===== src/logic/pixel_pkg.sv =====
// sizes, FSM encoding and packet/config types shared by the pixel readout RTL and testbench
package pixel_pkg;

    localparam int NUM_CHANNELS          = 2;
    localparam int ADC_BITS              = 8;
    localparam int CHANNEL_ID_BITS       = 6;
    localparam int CHIP_ID_BITS          = 8;
    localparam int TIMESTAMP_BITS        = 32;
    localparam int PACKET_TIMESTAMP_BITS = 28;     // timestamp bits kept in a packet
    localparam int LOCAL_FIFO_DEPTH      = 4;
    localparam int LOCAL_FIFO_BITS       = $clog2(LOCAL_FIFO_DEPTH);

    localparam logic [1:0] PACKET_TYPE_DATA = 2'b01;
    localparam logic [ADC_BITS-1:0] SAR_START_MASK = {1'b1, {(ADC_BITS-1){1'b0}}}; // msb trial

    typedef enum logic [1:0] {
        TRIG_NATURAL  = 2'd0,                       // also used when both fire together
        TRIG_EXTERNAL = 2'd1
    } trigger_type_t;

    typedef enum logic [2:0] {
        IDLE              = 3'd0,
        SAMPLE            = 3'd1,
        RESET_CSA         = 3'd2,
        CONVERT           = 3'd3,
        SAR_DONE          = 3'd4,
        REQUEST_READOUT   = 3'd5,
        TRANSFER_ADC_CODE = 3'd6
    } channel_state_t;

    typedef struct packed {
        logic       enabled;
        logic       channel_mask;                  // high blocks natural hits
        logic       external_trigger_mask;         // high blocks external triggers
        logic [7:0] adc_burst;                     // conversions per trigger, 0 acts as 1
        logic [7:0] adc_hold_delay;                // extra sample cycles
        logic [7:0] reset_length;                  // csa reset cycles, 0 acts as 1
        logic [6:0] digital_threshold;             // keep codes at or above this
    } channel_cfg_t;

    // fields run msb first, packet_type sits in the low bits
    typedef struct packed {
        logic                             downstream;     // always 1
        trigger_type_t                    trigger_type;
        logic [ADC_BITS-1:0]              adc_word;
        logic [PACKET_TIMESTAMP_BITS-1:0] timestamp;
        logic [CHANNEL_ID_BITS-1:0]       channel_id;
        logic [CHIP_ID_BITS-1:0]          chip_id;
        logic [1:0]                       packet_type;
    } channel_event_t;

endpackage


===== src/logic/channel_fsm.sv =====
// channel controller: trigger qualification, sample/SAR/burst sequencing and packet build
`timescale 1ns/1ps

module channel_fsm #(
    parameter int unsigned CHANNEL_ID = 0
) (
    input  logic                                 clk,
    input  logic                                 reset_n,
    input  logic                                 hit,              // discriminator fired
    input  logic                                 external_trigger,
    input  logic                                 comp,             // comparator vs dac_code
    input  logic [pixel_pkg::CHIP_ID_BITS-1:0]   chip_id,
    input  logic [pixel_pkg::TIMESTAMP_BITS-1:0] timestamp,
    input  pixel_pkg::channel_cfg_t              cfg,
    input  logic                                 reset_busy,       // csa reset timer running
    input  logic                                 fifo_full,
    output logic [pixel_pkg::ADC_BITS-1:0]       dac_code,         // current SAR trial
    output logic                                 sample,
    output logic                                 reset_start,
    output logic                                 push,
    output pixel_pkg::channel_event_t            push_event
);

    pixel_pkg::channel_state_t state;
    pixel_pkg::channel_state_t next_state;

    logic                          triggered_natural;
    logic                          triggered_external;
    logic                          triggered_channel;
    pixel_pkg::trigger_type_t      trigger_type;
    pixel_pkg::trigger_type_t      trigger_type_latched;
    logic [7:0]                    sample_counter;     // cycles spent in SAMPLE
    logic [7:0]                    burst_counter;      // conversions finished in this burst
    logic [pixel_pkg::ADC_BITS-1:0] sar_mask;          // bit under test, one-hot
    logic [pixel_pkg::ADC_BITS-1:0] adc_word;
    logic [pixel_pkg::PACKET_TIMESTAMP_BITS-1:0] timestamp_latched;
    logic                          final_conversion;
    logic                          code_passes;
    logic                          start_sample;
    logic                          burst_start;

    ////////////////////////////////////////////////////////////
    // triggers

    always_comb begin
        triggered_natural  = hit & ~cfg.channel_mask;
        triggered_external = external_trigger & ~cfg.external_trigger_mask;
        triggered_channel  = triggered_natural | triggered_external;
        trigger_type = triggered_natural ? pixel_pkg::TRIG_NATURAL : pixel_pkg::TRIG_EXTERNAL;
    end

    assign final_conversion = ({1'b0, burst_counter} + 9'd1) >= {1'b0, cfg.adc_burst};
    assign code_passes  = adc_word >= pixel_pkg::ADC_BITS'(cfg.digital_threshold);
    assign start_sample = (next_state == pixel_pkg::SAMPLE) && (state != pixel_pkg::SAMPLE);
    assign burst_start  = (state == pixel_pkg::IDLE) && (next_state == pixel_pkg::SAMPLE);
    assign dac_code     = adc_word | sar_mask;     // settled bits plus the trial bit

    ////////////////////////////////////////////////////////////
    // next state

    always_comb begin
        next_state = state;
        case (state)
            pixel_pkg::IDLE: begin
                if (cfg.enabled && triggered_channel && !reset_busy) begin
                    next_state = pixel_pkg::SAMPLE;
                end
            end
            pixel_pkg::SAMPLE: begin
                if (sample_counter >= cfg.adc_hold_delay) next_state = pixel_pkg::RESET_CSA;
            end
            pixel_pkg::RESET_CSA:       next_state = pixel_pkg::CONVERT;
            pixel_pkg::CONVERT: begin
                if (sar_mask[0]) next_state = pixel_pkg::SAR_DONE;  // lsb trial this cycle
            end
            pixel_pkg::SAR_DONE:        next_state = pixel_pkg::REQUEST_READOUT;
            pixel_pkg::REQUEST_READOUT: begin
                if (!fifo_full) next_state = pixel_pkg::TRANSFER_ADC_CODE;
            end
            pixel_pkg::TRANSFER_ADC_CODE: begin
                next_state = final_conversion ? pixel_pkg::IDLE : pixel_pkg::SAMPLE;
            end
            default:                    next_state = pixel_pkg::IDLE;
        endcase
    end

    ////////////////////////////////////////////////////////////
    // control registers and strobes

    always_ff @(posedge clk or negedge reset_n) begin
        if (!reset_n) begin
            state          <= pixel_pkg::IDLE;
            sample_counter <= 8'd0;
            burst_counter  <= 8'd0;
            sar_mask       <= pixel_pkg::SAR_START_MASK;
            adc_word       <= '0;
            sample         <= 1'b1;                     // tracking while idle
            reset_start    <= 1'b0;
            push           <= 1'b0;
        end else begin
            state  <= next_state;
            sample <= (next_state != pixel_pkg::RESET_CSA) && (next_state != pixel_pkg::CONVERT);
            reset_start <= (next_state == pixel_pkg::RESET_CSA) && final_conversion;
            push   <= (next_state == pixel_pkg::TRANSFER_ADC_CODE) && code_passes;
            if (start_sample) begin
                sample_counter <= 8'd0;
                sar_mask       <= pixel_pkg::SAR_START_MASK;
                adc_word       <= '0;
            end else if (state == pixel_pkg::SAMPLE) begin
                sample_counter <= sample_counter + 8'd1;
            end
            if (state == pixel_pkg::CONVERT) begin
                if (comp) adc_word <= adc_word | sar_mask;  // keep the trial bit
                sar_mask <= sar_mask >> 1;
            end
            if (burst_start) begin
                burst_counter <= 8'd0;
            end else if (state == pixel_pkg::TRANSFER_ADC_CODE) begin
                burst_counter <= burst_counter + 8'd1;
            end
        end
    end

    ////////////////////////////////////////////////////////////
    // packet payload

    always_ff @(posedge clk) begin
        if (burst_start) trigger_type_latched <= trigger_type;
        if (start_sample) timestamp_latched <= timestamp[pixel_pkg::PACKET_TIMESTAMP_BITS-1:0];
        if (next_state == pixel_pkg::TRANSFER_ADC_CODE) begin
            push_event.packet_type  <= pixel_pkg::PACKET_TYPE_DATA;
            push_event.chip_id      <= chip_id;
            push_event.channel_id   <= pixel_pkg::CHANNEL_ID_BITS'(CHANNEL_ID);
            push_event.timestamp    <= timestamp_latched;
            push_event.adc_word     <= adc_word;
            push_event.trigger_type <= trigger_type_latched;
            push_event.downstream   <= 1'b1;
        end
    end

endmodule


===== src/logic/csa_reset_timer.sv =====
// per-channel timer that holds the charge amplifier in reset for the programmed length
`timescale 1ns/1ps

module csa_reset_timer (
    input  logic       clk,
    input  logic       reset_n,
    input  logic       reset_start,         // one-cycle strobe from the channel FSM
    input  logic [7:0] reset_length,
    output logic       csa_reset,
    output logic       busy
);

    logic [7:0] remaining;                  // reset cycles still to go

    ////////////////////////////////////////////////////////////
    // down counter

    always_ff @(posedge clk or negedge reset_n) begin
        if (!reset_n) begin
            remaining <= 8'd0;
        end else if (reset_start) begin
            remaining <= (reset_length == 8'd0) ? 8'd1 : reset_length; // at least one cycle
        end else if (remaining != 8'd0) begin
            remaining <= remaining - 8'd1;
        end
    end

    assign csa_reset = (remaining != 8'd0);  // rises the cycle after the strobe

    // the strobe cycle counts as busy so no trigger slips in before the count loads
    assign busy = csa_reset | reset_start;

endmodule


===== src/logic/local_fifo.sv =====
// small per-channel register FIFO that queues finished packets for the event arbiter
`timescale 1ns/1ps

module local_fifo (
    input  logic                      clk,
    input  logic                      reset_n,
    input  logic                      push,
    input  pixel_pkg::channel_event_t push_event,
    input  logic                      pop,
    output pixel_pkg::channel_event_t head_event,
    output logic                      empty,
    output logic                      full
);

    pixel_pkg::channel_event_t mem [pixel_pkg::LOCAL_FIFO_DEPTH];

    logic [pixel_pkg::LOCAL_FIFO_BITS-1:0] wr_ptr;
    logic [pixel_pkg::LOCAL_FIFO_BITS-1:0] rd_ptr;
    logic [pixel_pkg::LOCAL_FIFO_BITS:0]   count;     // occupancy, one extra bit for full
    logic                                  do_push;
    logic                                  do_pop;

    // pointer step with wrap, depth need not be a power of two
    function automatic logic [pixel_pkg::LOCAL_FIFO_BITS-1:0] next_ptr(
        input logic [pixel_pkg::LOCAL_FIFO_BITS-1:0] ptr
    );
        if (ptr == pixel_pkg::LOCAL_FIFO_BITS'(pixel_pkg::LOCAL_FIFO_DEPTH - 1)) begin
            return '0;
        end
        return ptr + 1'b1;
    endfunction

    assign do_push = push & ~full;           // writes into a full queue are dropped
    assign do_pop  = pop & ~empty;

    always_ff @(posedge clk or negedge reset_n) begin
        if (!reset_n) begin
            wr_ptr <= '0;
            rd_ptr <= '0;
            count  <= '0;
        end else begin
            if (do_push) wr_ptr <= next_ptr(wr_ptr);
            if (do_pop) rd_ptr <= next_ptr(rd_ptr);
            case ({do_push, do_pop})
                2'b10:   count <= count + 1'b1;
                2'b01:   count <= count - 1'b1;
                default: count <= count;     // idle or simultaneous push and pop
            endcase
        end
    end

    always_ff @(posedge clk) begin
        if (do_push) mem[wr_ptr] <= push_event;
    end

    assign head_event = mem[rd_ptr];
    assign empty      = (count == '0);
    assign full       = (count == (pixel_pkg::LOCAL_FIFO_BITS + 1)'(pixel_pkg::LOCAL_FIFO_DEPTH));

endmodule


===== src/logic/pixel_channel.sv =====
// one readout channel: controller FSM, CSA reset timer and local packet FIFO
`timescale 1ns/1ps

module pixel_channel #(
    parameter int unsigned CHANNEL_ID = 0
) (
    input  logic                                 clk,
    input  logic                                 reset_n,
    input  logic                                 hit,
    input  logic                                 external_trigger,
    input  logic                                 comp,
    input  logic [pixel_pkg::CHIP_ID_BITS-1:0]   chip_id,
    input  logic [pixel_pkg::TIMESTAMP_BITS-1:0] timestamp,
    input  pixel_pkg::channel_cfg_t              cfg,
    input  logic                                 pop,          // from the event arbiter
    output logic [pixel_pkg::ADC_BITS-1:0]       dac_code,
    output logic                                 sample,
    output logic                                 csa_reset,
    output logic                                 fifo_empty,
    output pixel_pkg::channel_event_t            head_event
);

    logic                      reset_start;
    logic                      reset_busy;
    logic                      push;
    logic                      fifo_full;
    pixel_pkg::channel_event_t push_event;

    channel_fsm #(
        .CHANNEL_ID (CHANNEL_ID)
    ) fsm_inst (
        .clk, .reset_n, .hit, .external_trigger, .comp, .chip_id, .timestamp, .cfg,
        .reset_busy, .fifo_full, .dac_code, .sample, .reset_start, .push, .push_event
    );

    csa_reset_timer reset_timer_inst (
        .clk, .reset_n, .reset_start,
        .reset_length (cfg.reset_length),
        .csa_reset,
        .busy         (reset_busy)
    );

    local_fifo fifo_inst (
        .clk, .reset_n, .push, .push_event, .pop, .head_event,
        .empty (fifo_empty),
        .full  (fifo_full)
    );

endmodule


===== config.mk =====
export PLATFORM = sky130hd
export DESIGN_NAME = pixel_channel
export DESIGN_NICKNAME = d
export VERILOG_FILES = /design/src/logic/pixel_pkg.sv /design/src/logic/channel_fsm.sv /design/src/logic/csa_reset_timer.sv /design/src/logic/local_fifo.sv /design/src/logic/pixel_channel.sv
export SDC_FILE = /design/constraint.sdc
export NUM_CORES = 1
export LEC_CHECK = 0
export BUFFER_PORTS_ARGS = -buffer_cell sky130_fd_sc_hd__buf_4
export CAP_MARGIN = 10
export CORE_MARGIN = 2
export CORE_UTILIZATION = 40
export DETAILED_ROUTE_END_ITERATION = 7
export PLACE_DENSITY = 0.54
export RECOVER_POWER = 50
export REMOVE_ABC_BUFFERS = 1
export SLEW_MARGIN = 30
export SYNTH_ARGS = -nofsm -noshare
export SYNTH_HDL_FRONTEND = slang
export SYNTH_HIERARCHICAL = 1
export SYNTH_SLANG_ARGS = --single-unit

===== constraint.sdc =====
create_clock -name clk -period 10.35 [get_ports clk]
set_input_delay 0 -clock clk [delete_from_list [all_inputs] [get_ports clk]]
set_output_delay 0 -clock clk [all_outputs]
set_load 0.005 [all_outputs]

==> summary.txt <==
Setup path
  – CP Data Arrival Time: around 4 ns
  – Worst setup EP type: flop
  – FF-to-FF setup slack: 6.43 ns
  – Worst path depth: 10
  – Worst path bufs/invs: 3
  – Maximum fanout along the worst path: 37
  – Chain of cells forming the critical path: inv_1 -> ha_1 -> or3b_2 -> nor3_1 -> inv_1 -> or4b_1 -> a21oi_2 -> and2b_2 -> o21bai_4 -> buf_4
  – Slowest CP cell: buf_4
  – Critical path class: reg -> reg
  – R2r worst-path depth: 10
  – Worst Setup Start Kind: flop
  – FF-to-FF End: fsm_inst/timestamp_latched[25]$_DFFE_PP_
  – RR Startpoint: reset_timer_inst/remaining[0]$_DFFE_PN0P_
  – CP max stage delay: 0.56 ns
  – Cell family with most CP delay: simple AND/OR/NAND/NOR gates
  – Critical Path Most Common Cell: inv_1
  – Req. time, crit path: 10.49 ns

Timing
  – Clock skew: 0.01513 ns
  – Fin. Hold Viols: 0
  – Worst setup margin: 6.428 ns
  – RSZ-0062 raised after global routing: no
  – Final setup violation count: 0
  – Worst hold slack: 0.01437 ns
  – Rel. slew slack: -101.5%
  – Fmax: 254.9 MHz
  – Crit path time final: 3.922 ns
  – Final period util: 37.90%
  – TNS Setup: 0 ns
  – Worst Tran Pin Value: 3.023 ns
  – Max-slew violation count: approximately 130

Clock network
  – Max clock buf depth: 3
  – # resized after CTS: 0
  – Worst-Skew Late Latency: 0.52 ns
  – Hold_buf cts: slightly above 50
  – Htree depth: 2
  – Clock slew at reported path FFs: roughly 0.060 ns
  – Buffer count from post-CTS setup fixing: 0
  – Root buffer cell: clkbuf_16
  – CTS buffer count: 38
  – TritonCTS clock tree: built
  – TritonCTS Sinks: 347

Routing
  – Vias per inst: 4.899
  – DRT iter0 DRCs: 418
  – Final WL: 26000 um
  – Routed length per placed instance: 18.07 um
  – Vias: 7049
  – Final ANT Viol Nets: 0
  – Post-route DRC violation count: 0
  – Drt first pass iters: 4

Synthesis
  – Post-synth top flop: edfxtp_1
  – Number of synthesized flops with an enable pin: 294
  – Mapped Cells: 747
  – Netlist cell types: 65
  – Register area share after synthesis: 74.25%
  – Synthesized flop and latch total: 347
  – Top cell type by total area after synthesis: edfxtp_1
  – Mapped Area: 13680 sq um
  – Yosys top cell area share: between 60 and 70%
  – Syn Area/Cell: 18.31 sq um
  – Asr flop ratio synth: 15.27%
  – Main area contributors after synthesis: edfxtp_1, dfrtp_1, mux4_2
  – Synth Warn #: 6

Floorplanning
  – Initial Util: 40.69%
  – DIE AREA: between 30000 and 40000 sq um
  – Die Y: about 190 um
  – Die width: 188.9 um
  – Row cnt: 67
  – Core Region: ~34000 sq um
  – IO Count: ~150

Power and ir drop
  – Lkg Pwr: slightly above 6 nW
  – Design Power: 4.205 mW
  – Worst VDD drop: 0.0001385 V
  – Power per cell area: 249.3 nW/um^2

Status
  – Failing checks: max-capacitance violations, max-slew violations
  – Status: finished, violations left

Placed design
  – DPL Wire Length: 14640 um
  – Pre-CTS setup slack: 6.512 ns
  – IO Port Bufs: about 140
  – Global placement routability congestion: 0.7684

Global route
  – Global-route wire length before repair: 41190 um
  – Antenna violations before repair: 1
  – Pin count of the biggest net entering global routing: 58
  – Overall routing resource usage: 14.98%
  – Global route overflow: 0
  – Vias in the first global route: 7396

Hold path
  – Class of the worst hold path: in -> reg
  – Hold wc startpoint: pop
  – Worst Hold End: fifo_inst/rd_ptr[1]$_DFFE_PN0P_
  – Hold path depth: 3

Flow run
  – Max-Cap Viols: 4

Layout
  – Layout Nets: 1075
  – Util after Layout: between 50% and 60%
  – Layout cells sized above 1: 28.69%
  – Filler instances: 2831
  – Area growth syn-to-layout: 23.31%
==> area by class of cell <==
class / instances / area (sq um) / share of cell area (%)
Sequential cell: 347 / 10160 / 60.26
Inverter: 42 / 157.7 / 0.9346
Clock inverter: 20 / 177.7 / 1.053
Timing Repair Buffer: 199 / 1629 / 9.657
Clock buffer: 49 / 1035 / 6.134
Antenna cell: 1 / 2.502 / 0.01483
Multi-Input combinational cell: 333 / 3142 / 18.62
Tap cell: 448 / 560.5 / 3.323
==> metrics by stage <==
step | instance area [sq um] | cells
after floorplan | 13470 | 722
after global placement | 15140 | 1315
after detailed placement | 15140 | 1315
after CTS | 16870 | 1435
after global routing | 16870 | 1439
final | 16870 | 1439
==> routing by layer <==
metal | global-route usage, % | up-vias | wire length, um | part of all wire (%)
met2 | 25.35 | 161 | 12740 | 49
met4 | 3.456 | 0 | 435 | 1.7
met5 | 0 | - | 0 | 0
li1 | - | 3301 | - | -
met1 | 19.87 | 3545 | 11490 | 44
met3 | 3.299 | 42 | 1337 | 5.1
==> placed cells by master, fill, tap and decap left out, drive strengths merged, types with 3 or more instances in the layout <==
| cell type | n |
|---|---|
| buf | 99 |
| nand2 | 28 |
| edfxtp | 294 |
| nor2b | 3 |
| and3 | 4 |
| mux2 | 4 |
| nand2b | 9 |
| o21ai | 19 |
| a221oi | 5 |
| a211oi | 3 |
| mux4 | 55 |
| nor3b | 4 |
| a21oi | 16 |
| clkinv | 15 |
| or3 | 4 |
| mux2i | 3 |
| and2 | 5 |
| dlygate4sd3 | 51 |
| clkbuf | 98 |
| o31ai | 3 |
| xnor2 | 13 |
| inv | 43 |
| o211ai | 4 |
| nor3 | 5 |
| xor2 | 6 |
| ha | 33 |
| conb | 10 |
| nand3 | 11 |
| a21o | 4 |
| nor2 | 38 |
| or2 | 12 |
| nor4 | 6 |
| dfrtp | 51 |
==> worst register-to-register path, stage by stage, from the launching register on <==
cell and delay [ns]:
dfrtp_1 0.44, inv_1 0.13, ha_1 0.19, or3b_2 0.50, nor3_1 0.41, inv_1 0.07, or4b_1 0.49, a21oi_2 0.17
and2b_2 0.34, o21bai_4 0.25, buf_4 0.56
==> state kept, by name (all words and copies together), names as in the netlist <==
register,cells
fifo_inst/wr_ptr,2
fsm_inst/sar_mask,8
fsm_inst/sample_counter,8
fsm_inst/state,3
fsm_inst/trigger_type_latched,1
fsm_inst/timestamp_latched,28
fsm_inst/push,1
fsm_inst/burst_counter,8
fsm_inst/sample,1
reset_timer_inst/remaining,8
fsm_inst/adc_word,8
fsm_inst/push_event,45
fifo_inst/count,3
fifo_inst/rd_ptr,2
fsm_inst/reset_start,1
fifo_inst/mem,220
==> synth_stat cells, types with 5 or more instances <==
cell type	n
and2_1	5
xor2_1	6
nand2_1	28
or2_2	11
nor2_1	37
edfxtp_1	294
nand2b_1	9
a21oi_1	15
nor4_1	6
buf_6	8
ha_1	33
nand3_1	11
inv_1	41
dfrtp_1	51
buf_4	12
xnor2_1	13
o21ai_0	18
clkbuf_1	6
buf_2	6
mux4_2	55
==> report_power, final <==
group	internal, mW	leakage [nW]	switching [mW]	total, mW
clock	0.762	0.594	0.533	1.29
sequential	1.67	3.27	0.224	1.90
combinational	0.575	2.22	0.438	1.01
==> cell families (layout without fill, tap and decap cells) <==
kind of cell / count (synthesis) / after routing / synth area share (%)
AOI/OAI and AO/OA: 69 / 69 / 3.494
and+or+nand+nor: 139 / 139 / 5.332
DFF: 347 / 347 / 74.25
xor gates and xnor gates: 19 / 19 / 1.217
buffers and inverters: 75 / 310 / 2.881
other: 2 / 11 / 0.05490
adders and majority gates: 34 / 34 / 3.165
muxes: 62 / 62 / 9.604
==> worst max-delay path by stage <==
stage / startpoint / end
floorplan: fsm_inst/state[1]$_DFF_PN0_ / fsm_inst/push$_DFF_PN0_
global placement: reset_timer_inst/remaining[0]$_DFFE_PN0P_ / fsm_inst/timestamp_latched[5]$_DFFE_PP_
detailed placement: reset_timer_inst/remaining[0]$_DFFE_PN0P_ / fsm_inst/timestamp_latched[5]$_DFFE_PP_
CTS: reset_timer_inst/remaining[0]$_DFFE_PN0P_ / fsm_inst/timestamp_latched[3]$_DFFE_PP_
global route: reset_timer_inst/remaining[0]$_DFFE_PN0P_ / fsm_inst/timestamp_latched[25]$_DFFE_PP_
finish: reset_timer_inst/remaining[0]$_DFFE_PN0P_ / fsm_inst/timestamp_latched[25]$_DFFE_PP_
(Power assumes the default switching activity.)
